File: src/u2_ctrl_pkg.sv
// Shared widths, address maps and control groups for the board control core.
// Modules refer to these by scoped name.
`default_nettype none

package u2_ctrl_pkg;

   ////////////////////////////////////////////////////////////
   // Settings bus

   localparam int SET_ADDR_W = 8;
   localparam int SET_DATA_W = 32;

   typedef enum logic [SET_ADDR_W-1:0] {
      SR_CLOCK     = 8'd0,
      SR_SERDES    = 8'd1,
      SR_ADC       = 8'd2,
      SR_LED       = 8'd3,
      SR_PHY       = 8'd4,
      SR_PAGE      = 8'd6,
      SR_LED_SRC   = 8'd8,
      SR_IRQ_MASK  = 8'd9,
      SR_IRQ_CLEAR = 8'd10
   } set_addr_e;

   // One write on the settings bus
   typedef struct packed {
      logic                  stb;
      logic [SET_ADDR_W-1:0] addr;
      logic [SET_DATA_W-1:0] data;
   } settings_t;

   ////////////////////////////////////////////////////////////
   // Interrupts

   localparam int IRQ_W = 8;

   // Bits 5 to 7 are spare and tied low
   typedef enum logic [2:0] {
      IRQ_BUS_ERR    = 3'd0,
      IRQ_PPS        = 3'd1,
      IRQ_PHY        = 3'd2,
      IRQ_LINK       = 3'd3,
      IRQ_CLK_STATUS = 3'd4
   } irq_bit_e;

   ////////////////////////////////////////////////////////////
   // Control groups

   typedef struct packed {
      logic       clock_ready;
      logic [1:0] clk_en;
      logic [1:0] clk_sel;
   } clock_ctrl_t;

   typedef struct packed {
      logic enable;
      logic prbsen;
      logic loopen;
      logic rx_en;
   } serdes_ctrl_t;

   typedef struct packed {
      logic oe_a;
      logic on_a;
      logic oe_b;
      logic on_b;
   } adc_ctrl_t;

   typedef struct packed {
      clock_ctrl_t      clock;
      serdes_ctrl_t     serdes;
      adc_ctrl_t        adc;
      logic [7:0]       led_sw;
      logic [7:0]       led_src;
      logic             phy_reset;
      logic [19:0]      page;
      logic [IRQ_W-1:0] irq_mask;
   } ctrl_regs_t;

   ////////////////////////////////////////////////////////////
   // Readback word map

   typedef enum logic [3:0] {
      RB_CLOCK    = 4'd0,
      RB_SERDES   = 4'd1,
      RB_ADC      = 4'd2,
      RB_LED      = 4'd3,
      RB_PHY      = 4'd4,
      RB_PAGE     = 4'd5,
      RB_LED_SRC  = 4'd6,
      RB_IRQ_MASK = 4'd7,
      RB_IRQ_PEND = 4'd8,
      RB_PPS_TIME = 4'd9,
      RB_STATUS   = 4'd10
   } rb_addr_e;

endpackage

`default_nettype wire
File: src/u2_control_core.sv
// Top level of the board control and status core.
// Connects settings registers, pin drivers, interrupts, PPS timer and readback.
`timescale 1ns/100ps
`default_nettype none

module u2_control_core #(
   parameter int PAGE_BITS = 10,
   parameter int TIME_W    = 32
) (
   input  logic                        dsp_clk,
   input  logic                        rst_n_i,
   input  u2_ctrl_pkg::settings_t      set_i,
   input  logic                        rd_stb_i,
   input  logic [3:0]                  rd_addr_i,
   output logic [31:0]                 rd_data_o,
   output logic                        rd_ack_o,
   input  logic                        pps_i,
   input  logic                        phy_int_n_i,
   input  logic                        link_up_i,
   input  logic                        clk_status_i,
   input  logic                        sim_mode_i,
   input  logic [3:0]                  clock_divider_i,
   output u2_ctrl_pkg::clock_ctrl_t    clock_ctrl_o,
   output u2_ctrl_pkg::serdes_ctrl_t   serdes_ctrl_o,
   output u2_ctrl_pkg::adc_ctrl_t      adc_ctrl_o,
   output logic [7:0]                  leds_o,
   output logic                        phy_reset_n_o,
   output logic [19-PAGE_BITS:0]       ram_page_o,
   output logic                        irq_o
);

   u2_ctrl_pkg::ctrl_regs_t       regs;
   logic [u2_ctrl_pkg::IRQ_W-1:0] irq_clear;
   logic [u2_ctrl_pkg::IRQ_W-1:0] irq_src;
   logic [u2_ctrl_pkg::IRQ_W-1:0] irq_pending;
   logic                          bus_err;
   logic                          pps_pulse;
   logic [TIME_W-1:0]             pps_time;

   ////////////////////////////////////////////////////////////
   // Input side

   pps_timer #(.TIME_W(TIME_W)) u_pps_timer (
      .dsp_clk(dsp_clk), .rst_n_i(rst_n_i), .pps_i(pps_i),
      .pps_pulse_o(pps_pulse), .pps_time_o(pps_time)
   );

   ////////////////////////////////////////////////////////////
   // Registers and interrupts

   control_regs #(.PAGE_BITS(PAGE_BITS)) u_control_regs (
      .dsp_clk(dsp_clk), .rst_n_i(rst_n_i), .set_i(set_i),
      .regs_o(regs), .irq_clear_o(irq_clear), .bus_err_o(bus_err)
   );

   // PHY interrupt pin is open drain, active low
   always_comb begin
      irq_src = '0;
      irq_src[u2_ctrl_pkg::IRQ_BUS_ERR]    = bus_err;
      irq_src[u2_ctrl_pkg::IRQ_PPS]        = pps_pulse;
      irq_src[u2_ctrl_pkg::IRQ_PHY]        = ~phy_int_n_i;
      irq_src[u2_ctrl_pkg::IRQ_LINK]       = link_up_i;
      irq_src[u2_ctrl_pkg::IRQ_CLK_STATUS] = clk_status_i;
   end

   irq_controller u_irq_controller (
      .dsp_clk(dsp_clk), .rst_n_i(rst_n_i), .src_i(irq_src),
      .mask_i(regs.irq_mask), .clear_i(irq_clear),
      .pending_o(irq_pending), .irq_o(irq_o)
   );

   ////////////////////////////////////////////////////////////
   // Output side

   output_lines #(.PAGE_BITS(PAGE_BITS)) u_output_lines (
      .dsp_clk(dsp_clk), .rst_n_i(rst_n_i), .regs_i(regs),
      .led_hw_i({clk_status_i, link_up_i}),
      .clock_ctrl_o(clock_ctrl_o), .serdes_ctrl_o(serdes_ctrl_o),
      .adc_ctrl_o(adc_ctrl_o), .leds_o(leds_o),
      .phy_reset_n_o(phy_reset_n_o), .ram_page_o(ram_page_o)
   );

   readback_mux #(.TIME_W(TIME_W)) u_readback_mux (
      .dsp_clk(dsp_clk), .rst_n_i(rst_n_i),
      .rd_stb_i(rd_stb_i), .rd_addr_i(rd_addr_i),
      .regs_i(regs), .pending_i(irq_pending), .pps_time_i(pps_time),
      .bus_err_i(bus_err), .sim_mode_i(sim_mode_i),
      .clock_divider_i(clock_divider_i),
      .rd_data_o(rd_data_o), .rd_ack_o(rd_ack_o)
   );

endmodule

`default_nettype wire

File: src/readback_mux.sv
// Host readback of the register bank, pending interrupts, PPS time and status.
// A read strobe is answered one cycle later with data and a single cycle ack.
`timescale 1ns/100ps
`default_nettype none

module readback_mux #(
   parameter int TIME_W = 32
) (
   input  logic                          dsp_clk,
   input  logic                          rst_n_i,
   input  logic                          rd_stb_i,
   input  logic [3:0]                    rd_addr_i,
   input  u2_ctrl_pkg::ctrl_regs_t       regs_i,
   input  logic [u2_ctrl_pkg::IRQ_W-1:0] pending_i,
   input  logic [TIME_W-1:0]             pps_time_i,
   input  logic                          bus_err_i,
   input  logic                          sim_mode_i,
   input  logic [3:0]                    clock_divider_i,
   output logic [31:0]                   rd_data_o,
   output logic                          rd_ack_o
);

   logic [31:0] rd_word;

   always_comb begin
      case (u2_ctrl_pkg::rb_addr_e'(rd_addr_i))
         u2_ctrl_pkg::RB_CLOCK:    rd_word = 32'(regs_i.clock);
         u2_ctrl_pkg::RB_SERDES:   rd_word = 32'(regs_i.serdes);
         u2_ctrl_pkg::RB_ADC:      rd_word = 32'(regs_i.adc);
         u2_ctrl_pkg::RB_LED:      rd_word = 32'(regs_i.led_sw);
         u2_ctrl_pkg::RB_PHY:      rd_word = 32'(regs_i.phy_reset);
         u2_ctrl_pkg::RB_PAGE:     rd_word = 32'(regs_i.page);
         u2_ctrl_pkg::RB_LED_SRC:  rd_word = 32'(regs_i.led_src);
         u2_ctrl_pkg::RB_IRQ_MASK: rd_word = 32'(regs_i.irq_mask);
         u2_ctrl_pkg::RB_IRQ_PEND: rd_word = 32'(pending_i);
         u2_ctrl_pkg::RB_PPS_TIME: rd_word = 32'(pps_time_i);
         // sim_mode, bus_err, then clock divider in the low nibble
         u2_ctrl_pkg::RB_STATUS:   rd_word = {sim_mode_i, bus_err_i, 26'b0, clock_divider_i};
         default:                  rd_word = 32'b0;
      endcase
   end

   always_ff @(posedge dsp_clk) begin
      if (!rst_n_i) begin
         rd_ack_o <= 1'b0;
      end else begin
         rd_ack_o <= rd_stb_i;
      end
   end

   // Data holds between reads
   always_ff @(posedge dsp_clk) begin
      if (rd_stb_i) begin
         rd_data_o <= rd_word;
      end
   end

endmodule

`default_nettype wire

File: src/output_lines.sv
// Registered board control pins driven from the register bank.
// Includes the LED source select and the inverted PHY reset.
`timescale 1ns/100ps
`default_nettype none

module output_lines #(
   parameter int PAGE_BITS = 10
) (
   input  logic                        dsp_clk,
   input  logic                        rst_n_i,
   input  u2_ctrl_pkg::ctrl_regs_t     regs_i,
   input  logic [1:0]                  led_hw_i,
   output u2_ctrl_pkg::clock_ctrl_t    clock_ctrl_o,
   output u2_ctrl_pkg::serdes_ctrl_t   serdes_ctrl_o,
   output u2_ctrl_pkg::adc_ctrl_t      adc_ctrl_o,
   output logic [7:0]                  leds_o,
   output logic                        phy_reset_n_o,
   output logic [19-PAGE_BITS:0]       ram_page_o
);

   logic [7:0] led_hw;

   // Only the two low LEDs have a hardware source
   assign led_hw = {6'b0, led_hw_i};

   always_ff @(posedge dsp_clk) begin
      if (!rst_n_i) begin
         clock_ctrl_o  <= '0;
         serdes_ctrl_o <= '0;
         adc_ctrl_o    <= '0;
         leds_o        <= '0;
         phy_reset_n_o <= 1'b1;
         ram_page_o    <= '0;
      end else begin
         clock_ctrl_o  <= regs_i.clock;
         serdes_ctrl_o <= regs_i.serdes;
         adc_ctrl_o    <= regs_i.adc;
         // led_src bit set selects hardware
         leds_o        <= (regs_i.led_src & led_hw) | (~regs_i.led_src & regs_i.led_sw);
         phy_reset_n_o <= ~regs_i.phy_reset;
         ram_page_o    <= regs_i.page[19:PAGE_BITS];
      end
   end

endmodule

`default_nettype wire

File: src/irq_controller.sv
// Interrupt controller with rising edge capture, mask and write-one-to-clear.
// irq_o is the OR of all pending and unmasked sources.
`timescale 1ns/100ps
`default_nettype none

module irq_controller (
   input  logic                          dsp_clk,
   input  logic                          rst_n_i,
   input  logic [u2_ctrl_pkg::IRQ_W-1:0] src_i,
   input  logic [u2_ctrl_pkg::IRQ_W-1:0] mask_i,
   input  logic [u2_ctrl_pkg::IRQ_W-1:0] clear_i,
   output logic [u2_ctrl_pkg::IRQ_W-1:0] pending_o,
   output logic                          irq_o
);

   logic [u2_ctrl_pkg::IRQ_W-1:0] src_q;
   logic [u2_ctrl_pkg::IRQ_W-1:0] src_rise;

   // Previous source levels for edge detection
   always_ff @(posedge dsp_clk) begin
      if (!rst_n_i) begin
         src_q <= '0;
      end else begin
         src_q <= src_i;
      end
   end

   assign src_rise = src_i & ~src_q;

   ////////////////////////////////////////////////////////////
   // Pending bits

   // New edges win over a clear on the same cycle
   always_ff @(posedge dsp_clk) begin
      if (!rst_n_i) begin
         pending_o <= '0;
      end else begin
         pending_o <= (pending_o & ~clear_i) | src_rise;
      end
   end

   assign irq_o = |(pending_o & mask_i);

   // Clear comes from a single settings write, so it lasts one cycle
   a_clear_pulse: assert property (
      @(posedge dsp_clk) disable iff (!rst_n_i)
         clear_i != '0 |=> clear_i == '0
   );

endmodule

`default_nettype wire

File: src/control_regs.sv
// Register bank behind the settings bus.
// Each write loads the field that belongs to its address on the same edge.
// Writes to unmapped addresses raise a sticky bus error.
`timescale 1ns/100ps
`default_nettype none

module control_regs #(
   parameter int PAGE_BITS = 10
) (
   input  logic                                dsp_clk,
   input  logic                                rst_n_i,
   input  u2_ctrl_pkg::settings_t              set_i,
   output u2_ctrl_pkg::ctrl_regs_t             regs_o,
   output logic [u2_ctrl_pkg::IRQ_W-1:0]       irq_clear_o,
   output logic                                bus_err_o
);

   ////////////////////////////////////////////////////////////
   // Setting registers

   always_ff @(posedge dsp_clk) begin
      if (!rst_n_i) begin
         regs_o <= '0;
      end else if (set_i.stb) begin
         case (u2_ctrl_pkg::set_addr_e'(set_i.addr))
            u2_ctrl_pkg::SR_CLOCK: begin
               regs_o.clock <= set_i.data[4:0];
            end
            u2_ctrl_pkg::SR_SERDES: begin
               regs_o.serdes <= set_i.data[3:0];
            end
            u2_ctrl_pkg::SR_ADC: begin
               regs_o.adc <= set_i.data[3:0];
            end
            u2_ctrl_pkg::SR_LED: begin
               regs_o.led_sw <= set_i.data[7:0];
            end
            u2_ctrl_pkg::SR_PHY: begin
               regs_o.phy_reset <= set_i.data[0];
            end
            u2_ctrl_pkg::SR_PAGE: begin
               // Offset bits inside a page come from the bus address, so they read as zero
               regs_o.page <= {set_i.data[19:PAGE_BITS], {PAGE_BITS{1'b0}}};
            end
            u2_ctrl_pkg::SR_LED_SRC: begin
               regs_o.led_src <= set_i.data[7:0];
            end
            u2_ctrl_pkg::SR_IRQ_MASK: begin
               regs_o.irq_mask <= set_i.data[u2_ctrl_pkg::IRQ_W-1:0];
            end
            default: begin
               regs_o <= regs_o;
            end
         endcase
      end
   end

   ////////////////////////////////////////////////////////////
   // Interrupt clear strobe and bus error

   always_ff @(posedge dsp_clk) begin
      if (!rst_n_i) begin
         irq_clear_o <= '0;
         bus_err_o   <= 1'b0;
      end else begin
         irq_clear_o <= '0;
         if (set_i.stb) begin
            case (u2_ctrl_pkg::set_addr_e'(set_i.addr))
               u2_ctrl_pkg::SR_IRQ_CLEAR: begin
                  irq_clear_o <= set_i.data[u2_ctrl_pkg::IRQ_W-1:0];
               end
               u2_ctrl_pkg::SR_CLOCK, u2_ctrl_pkg::SR_SERDES, u2_ctrl_pkg::SR_ADC,
               u2_ctrl_pkg::SR_LED, u2_ctrl_pkg::SR_PHY, u2_ctrl_pkg::SR_PAGE,
               u2_ctrl_pkg::SR_LED_SRC, u2_ctrl_pkg::SR_IRQ_MASK: begin
                  bus_err_o <= bus_err_o;
               end
               default: begin
                  // Sticky until reset
                  bus_err_o <= 1'b1;
               end
            endcase
         end
      end
   end

   // Host issues at most one write per two cycles
   a_stb_single: assert property (
      @(posedge dsp_clk) disable iff (!rst_n_i)
         set_i.stb |=> !set_i.stb
   );

endmodule

`default_nettype wire

File: src/pps_timer.sv
// Master time counter with PPS capture.
// The PPS input is synchronized, edge detected and used to latch the counter.
`timescale 1ns/100ps
`default_nettype none

module pps_timer #(
   parameter int TIME_W = 32
) (
   input  logic              dsp_clk,
   input  logic              rst_n_i,
   input  logic              pps_i,
   output logic              pps_pulse_o,
   output logic [TIME_W-1:0] pps_time_o
);

   logic              pps_meta;
   logic              pps_sync;
   logic              pps_dly;
   logic [TIME_W-1:0] master_time;

   // Two flop synchronizer, then one more flop for the edge
   always_ff @(posedge dsp_clk) begin
      if (!rst_n_i) begin
         pps_meta <= 1'b0;
         pps_sync <= 1'b0;
         pps_dly  <= 1'b0;
      end else begin
         pps_meta <= pps_i;
         pps_sync <= pps_meta;
         pps_dly  <= pps_sync;
      end
   end

   assign pps_pulse_o = pps_sync & ~pps_dly;

   // Free running, wraps at full scale
   always_ff @(posedge dsp_clk) begin
      if (!rst_n_i) begin
         master_time <= '0;
      end else begin
         master_time <= master_time + 1'b1;
      end
   end

   // Time of the last PPS edge
   always_ff @(posedge dsp_clk) begin
      if (!rst_n_i) begin
         pps_time_o <= '0;
      end else if (pps_pulse_o) begin
         pps_time_o <= master_time;
      end
   end

endmodule

`default_nettype wire

File: config.mk
export PLATFORM = sky130hd
export DESIGN_NAME = u2_control_core
export DESIGN_NICKNAME = d
export VERILOG_FILES = /design/src/u2_ctrl_pkg.sv /design/src/u2_control_core.sv /design/src/readback_mux.sv /design/src/output_lines.sv /design/src/irq_controller.sv /design/src/control_regs.sv /design/src/pps_timer.sv
export SDC_FILE = /design/constraint.sdc
export NUM_CORES = 1
export LEC_CHECK = 0
export BUFFER_PORTS_ARGS = -buffer_cell sky130_fd_sc_hd__buf_2
export CAP_MARGIN = 10
export CORE_MARGIN = 2
export CORE_UTILIZATION = 40
export CTS_CLUSTER_DIAMETER = 150
export DETAILED_ROUTE_END_ITERATION = 7
export PLACE_DENSITY = 0.71
export SYNTH_ARGS = -nofsm -noshare
export SYNTH_HDL_FRONTEND = slang
export SYNTH_SLANG_ARGS = --single-unit
File: constraint.sdc
create_clock -name dsp_clk -period 2.7 [get_ports dsp_clk]
set_input_delay 0.135 -clock dsp_clk [delete_from_list [all_inputs] [get_ports dsp_clk]]
set_output_delay 0.135 -clock dsp_clk [all_outputs]
set_load 0.02 [all_outputs]
# [After elaboration in Yosys (flattened, before gate mapping)]
# Index checks and enable logic that the tools add are counted.
[word_totals] register_bits=205 latchBits=0 mem_bits_rw=0 mem_bits_ro=0 input_bits=57 output_inout_bits=66 wordCells=91 n_memories=0
[classes] add_sub_neg=1 mul=0 div_mod_pow=0 n_lt_le_gt_ge=0 n_eq_ne=18 n_shift=0 n_mux=1 n_bitwise=15 reduce_logical=14
[op_table] operator="$pmux W32 S11" n=1
[op_table] operator="$add A32 B1 Y32 const B" n=1
[op_table] operator="$and A8 B8 Y8" n=3
[op_table] operator="$eq A8 B4 Y1 const B" n=3
[op_table] operator="$not A8 Y8" n=3
[op_table] operator="$reduce_and A2 Y1" n=9
[op_table] operator="$eq A4 B3 Y1 const B" n=4
[op_table] operator="$eq A8 B2 Y1 const B" n=2
[op_table] operator="$eq A8 B3 Y1 const B" n=2
[op_table] operator="$or A8 B8 Y8" n=2
[op_table] operator="$eq A4 B4 Y1 const B" n=3
[op_table] operator="$reduce_or A9 Y1" n=1
[op_table] operator="$and A5 B8 Y8" n=1
[op_table] operator="$and A8 B2 Y8" n=1
[op_table] operator="$eq A4 B2 Y1 const B" n=2
[op_table] operator="$eq A8 B1 Y1 const B" n=1
[op_table] operator="$logic_not A8 Y1" n=1
[op_table] operator="$reduce_or A8 Y1" n=1
[op_table] operator="$eq A4 B1 Y1 const B" n=1
[op_table] operator="$logic_not A4 Y1" n=1
[op_table] operator="$not A1 Y1" n=4
[op_table] operator="$reduce_and A3 Y1" n=1
[op_table] operator="$and A1 B1 Y1" n=1

# [Depth between registers and ports, before layout]
[depth] ltp_word=4 ltp_mapped=6

# [Cells and area by module]
# Synthesis repeated with hierarchy kept, for this count alone.
[hier_totals] cells_unflattened=823 hier_area_um2=8285.4
[modules_own_cells] module="pps_timer" n_inst=1 cells_per_inst=318 area_per_inst_um2=2663.8 seq_area_each_um2=1341.3
[modules_own_cells] module="control_regs" n_inst=1 cells_per_inst=225 area_per_inst_um2=2239.6 seq_area_each_um2=1141.1
[modules_own_cells] module="readback_mux" n_inst=1 cells_per_inst=154 area_per_inst_um2=1864.3 seq_area_each_um2=980.9
[modules_own_cells] module="output_lines" n_inst=1 cells_per_inst=70 area_per_inst_um2=887.1 seq_area_each_um2=640.6
[modules_own_cells] module="irq_controller" n_inst=1 cells_per_inst=54 area_per_inst_um2=623.1 seq_area_each_um2=320.3
[modules_own_cells] module="u2_control_core" n_inst=1 cells_per_inst=2 area_per_inst_um2=7.5 seq_area_each_um2=0.0

# [Worst setup path before layout]
# Ideal clock, no wire load.
[synth_timing] kind="reg2reg" start="register u_pps_timer.master_time[18]" end="register u_pps_timer.master_time[29]" setup_time_ns=0.070 t_arrival_ns=1.795 required_ns=2.630 path_slack_ns=0.836 path_stages_with_launch=6 period_less_slack_ns=1.864 path_cell_list="dfxtp_1 -> nand4_2 -> or4_4 -> buf_6 -> or4_1 -> a21oi_1"
[synth_between] elab_chain_cells=1
[synth_rtl] element="from (decl)" line="pps_timer.sv:19" source="logic [TIME_W-1:0] master_time;"
[synth_rtl] element="from (signal assigned)" line="pps_timer.sv:41" source="master_time <= master_time + 1'b1;"
[synth_rtl] element="$add A32 B1 Y32" line="pps_timer.sv:41"
# Every way passes these cells.
# A chain may end at the register's enable or synchronous reset.

# [Final worst setup path]
[layout_timing] start="register u_pps_timer.master_time[5]" end="register u_pps_timer.master_time[19]"
# Same word-level chain as after synthesis.

==> impl_metrics.yaml <==
outcome:
  status: "complete, no violations"
die:
  coreArea_um2: 18900
  rows: 50
  pin_count: 123
  die_w_um: 143
  die_h_um: 143
  start_util_pct: 41.1
  dieArea_um2: 20500
synth:
  synth_edf_count: 32
  avgSynthCellArea_um2: 10.1
  ys_warn_count: 0
  ys.flop_type: "dfxtp_1"
  syn-cell-area_um2: 7770
  yosysSeqAreaShare_pct: 56.2
  ys_ff_latch: 202
  netlist_instances: 770
  syn_nets: 828
  synthDistinctLibCells: 58
  async_flop_share_pct: 0
grt:
  grt_max_degree: 40
  grt_pass1_vias: 5824
  met1_usage_pct: 22.5
  use_met3_pct: 2.87
  globalRouteTotalUtil_pct: 17.6
  busiest_layer: "met2"
  antenna_found_initial: 0
  met2_usage_pct: 30.9
  grt_pass1_wl_mm: 29.2
  gr-total-overflow: 0
min_path:
  min_path_cells: 2
  hold_class: "primary input to register"
  hp-start: "rst_n_i"
  holdPathEnd: "u_output_lines.phy_reset_n_o"
critical_path:
  r2r-start: "u_pps_timer.master_time[5]"
  critPathLaunchType: "register"
  path_class: "register to register"
  required_ps: 3120
  end_kind: "register"
  arrival_ps: 2510
  crit_path_max_fanout: 11
  rr_endpoint: "u_pps_timer.master_time[19]"
  rrSetupSlack_ps: 600
  reg2reg_depth: 5
timing:
  rsz0062_at_grt: "false"
  tightest_slew_ps: 863
  max_freq_mhz: 477
  fin_setup_tns_ps: 0
  slew_viol_final: 0
  skew_ps: 11.3
  hold_violations: 0
  finalCritPeriodShare_pct: 77.6
  fin_crit_ps: 2100
  relSlewSlack_pct: 42.5
  setup_viol: 0
clock_tree:
  root_buffer: "clkbuf_16"
  htreeDepth: 1
  cts_resized: 0
  cts_buffers: 21
  clk_latency_ps: 490
  cts_tree: "done"
  cts.sinks: 202
  clkTransAtPathRegs_ps: 60
  clock_path_buffers: 3
placement:
  port_buffers: 108
  place.gp.congestion: 0.854
  hpwl_mm: 11.7
  placed_cell_area_um2: 8550
drt:
  viasPerCell: 5.05
  postRouteAntennaNets: 0
  drt-pass1-iter-count: 7
  drc: 0
  drt_iter0_drc: 328
  vias: 5907
  wirelength_mm: 18.0
  wl_per_cell_um: 15.4
pwr:
  vdd_drop_max_mv: 0.459
  power_density_nw_per_um2: 671
  leakage_nw: 3.80
cells_and_area:
  final_util_pct: 50.5
  regArea_um2: 4360
  fill_cells: 1766
  diodes: 0
  multi_input_comb_area_um2: 3130
  fin_nets: 954
  area_delta_synth_final_pct: 22.8
  fin_area_um2: 9540
  drive_gt1_share_pct: 19.3
flow_run:
  timing.max_cap.violations: 0
-- cells by family (layout without fill, tap and decap cells) --
| logic type | Yosys count | count (layout) | synth area share, % |
|---|---|---|---|
| and+or+nand+nor | 314 | 314 | 21.5 |
| AOI/OAI and AO/OA | 122 | 122 | 9.91 |
| xor gates and xnor gates | 10 | 10 | 1.13 |
| DFF | 202 | 202 | 56.2 |
| adders and majority gates | 1 | 1 | 0.161 |
| buffers and inverters | 63 | 203 | 3.62 |
| muxes | 58 | 58 | 7.49 |
-- area by class of cell --
cell class | count | share of cell area, %
inverter | 18 | 0.721
tap | 260 | 3.41
timing repair buffer | 148 | 9.60
multi-input combinational | 505 | 32.8
sequential | 202 | 45.8
clock inverter | 4 | 0.800
clock buffer | 33 | 6.93
-- synth_stat cells (5+ instances only) --
library cell / n / area share (%)
nor2_1: 77 / 3.7
dfxtp_1: 170 / 44
nor2b_1: 5 / 0.40
o31ai_1: 11 / 1.1
edfxtp_1: 32 / 12
inv_1: 16 / 0.77
and2_1: 52 / 4.2
o21ai_0: 11 / 0.71
o22ai_1: 5 / 0.40
a22oi_1: 15 / 1.5
nand3_1: 20 / 1.3
or3_1: 5 / 0.40
clkbuf_1: 34 / 1.6
nand4_1: 9 / 0.72
nand2_1: 84 / 4.1
and4_1: 5 / 0.56
a22o_1: 11 / 1.2
a21oi_1: 56 / 3.6
xor2_1: 8 / 0.90
or4_1: 9 / 0.87
mux2i_1: 57 / 7.3
nor3b_1: 13 / 1.3
-- per-stage QoR --
stage / setup slack, ps / hold slack [ps] / total power, mW / std cells
2_1_floorplan: 836 / 207 / 3.31 / 770
3_3_place_gp: 568 / 313 / 3.43 / 1108
3_5_place_dp: 575 / 320 / 3.43 / 1108
4_1_cts: 604 / 31.3 / 6.48 / 1170
5_1_grt: 427 / 78.0 / 6.63 / 1170
6_report: 604 / 61.1 / 6.40 / 1170
-- flip-flops by register name (all words and copies together), names as in the netlist --
name,count
u_pps_timer.master_time,32
u_output_lines.clock_ctrl_o,5
u_pps_timer.pps_dly,1
u_control_regs.irq_clear_o,8
u_output_lines.leds_o,8
u_output_lines.serdes_ctrl_o,4
u_readback_mux.rd_ack_o,1
u_pps_timer.pps_time_o,32
u_output_lines.adc_ctrl_o,4
u_output_lines.phy_reset_n_o,1
u_pps_timer.pps_sync,1
u_irq_controller.pending_o,8
u_pps_timer.pps_meta,1
u_control_regs.regs_o,48
u_readback_mux.rd_data_o,32
u_control_regs.bus_err_o,1
u_irq_controller.src_q,5
u_output_lines.ram_page_o,10
-- worst max-delay path by stage --
stage / from / cells after the start / end / slack [ps]
global placement: set_i[37] / 5 / u_control_regs.regs_o[35] / 570
global route: u_pps_timer.master_time[5] / 5 / u_pps_timer.master_time[19] / 430
detailed placement: set_i[37] / 5 / u_control_regs.regs_o[35] / 570
floorplan: u_pps_timer.master_time[18] / 5 / u_pps_timer.master_time[29] / 840
CTS: u_pps_timer.master_time[5] / 5 / u_pps_timer.master_time[19] / 600
finish: u_pps_timer.master_time[5] / 5 / u_pps_timer.master_time[19] / 600
-- layout by cell type (no fill, tap or decap), drive strengths merged, types with 2 or more instances in the layout --
| master | count |
|---|---|
| dfxtp | 170 |
| buf | 123 |
| nand2 | 84 |
| nor2 | 77 |
| mux2i | 57 |
| a21oi | 56 |
| and2 | 52 |
| clkbuf | 33 |
| edfxtp | 32 |
| dlygate4sd3 | 25 |
| nand3 | 20 |
| inv | 17 |
| a22oi | 15 |
| nor3b | 13 |
| or4 | 13 |
| o31ai | 11 |
| o21ai | 11 |
| a22o | 11 |
| nand4 | 10 |
| xor2 | 8 |
| or3 | 7 |
| and4 | 6 |
| o22ai | 5 |
| nor2b | 5 |
| nor4 | 5 |
| nand2b | 4 |
| nor3 | 4 |
| and3 | 4 |
| a222oi | 3 |
| nand3b | 3 |
| nor4b | 3 |
| xnor2 | 2 |
| and3b | 2 |
| o211ai | 2 |
| bufinv | 2 |
| clkinv | 2 |
-- where the power goes --
part           switching (mW)  internal [mW]
clock                    1.14           1.87
combinational           0.181          0.102
sequential             0.0197           3.09
-- per-layer routing --
metal  part of all wire [%]  vias to the layer above  wire length, um
met5                      0                        -                0
met4                    2.1                        0              370
met3                    5.2                       29              936
met2                     49                      162             8730
met1                     44                     2772             7940
li1                       -                     2944                -
-- critical path: stages (launching register included) --
cell	delay [ps]
dfxtp_1	420
and4_1	340
nand4_1	330
buf_4	290
or4_1	490
a21oi_1	150
-- what timing repair did --
action	4_1_cts	5_1_grt
setup endpoints to repair	0	0
hold buffers	25	0
endpoints found under the hold margin	52	0
setup buffers	0	0
No activity file was read; power rests on OpenSTA's default activity.
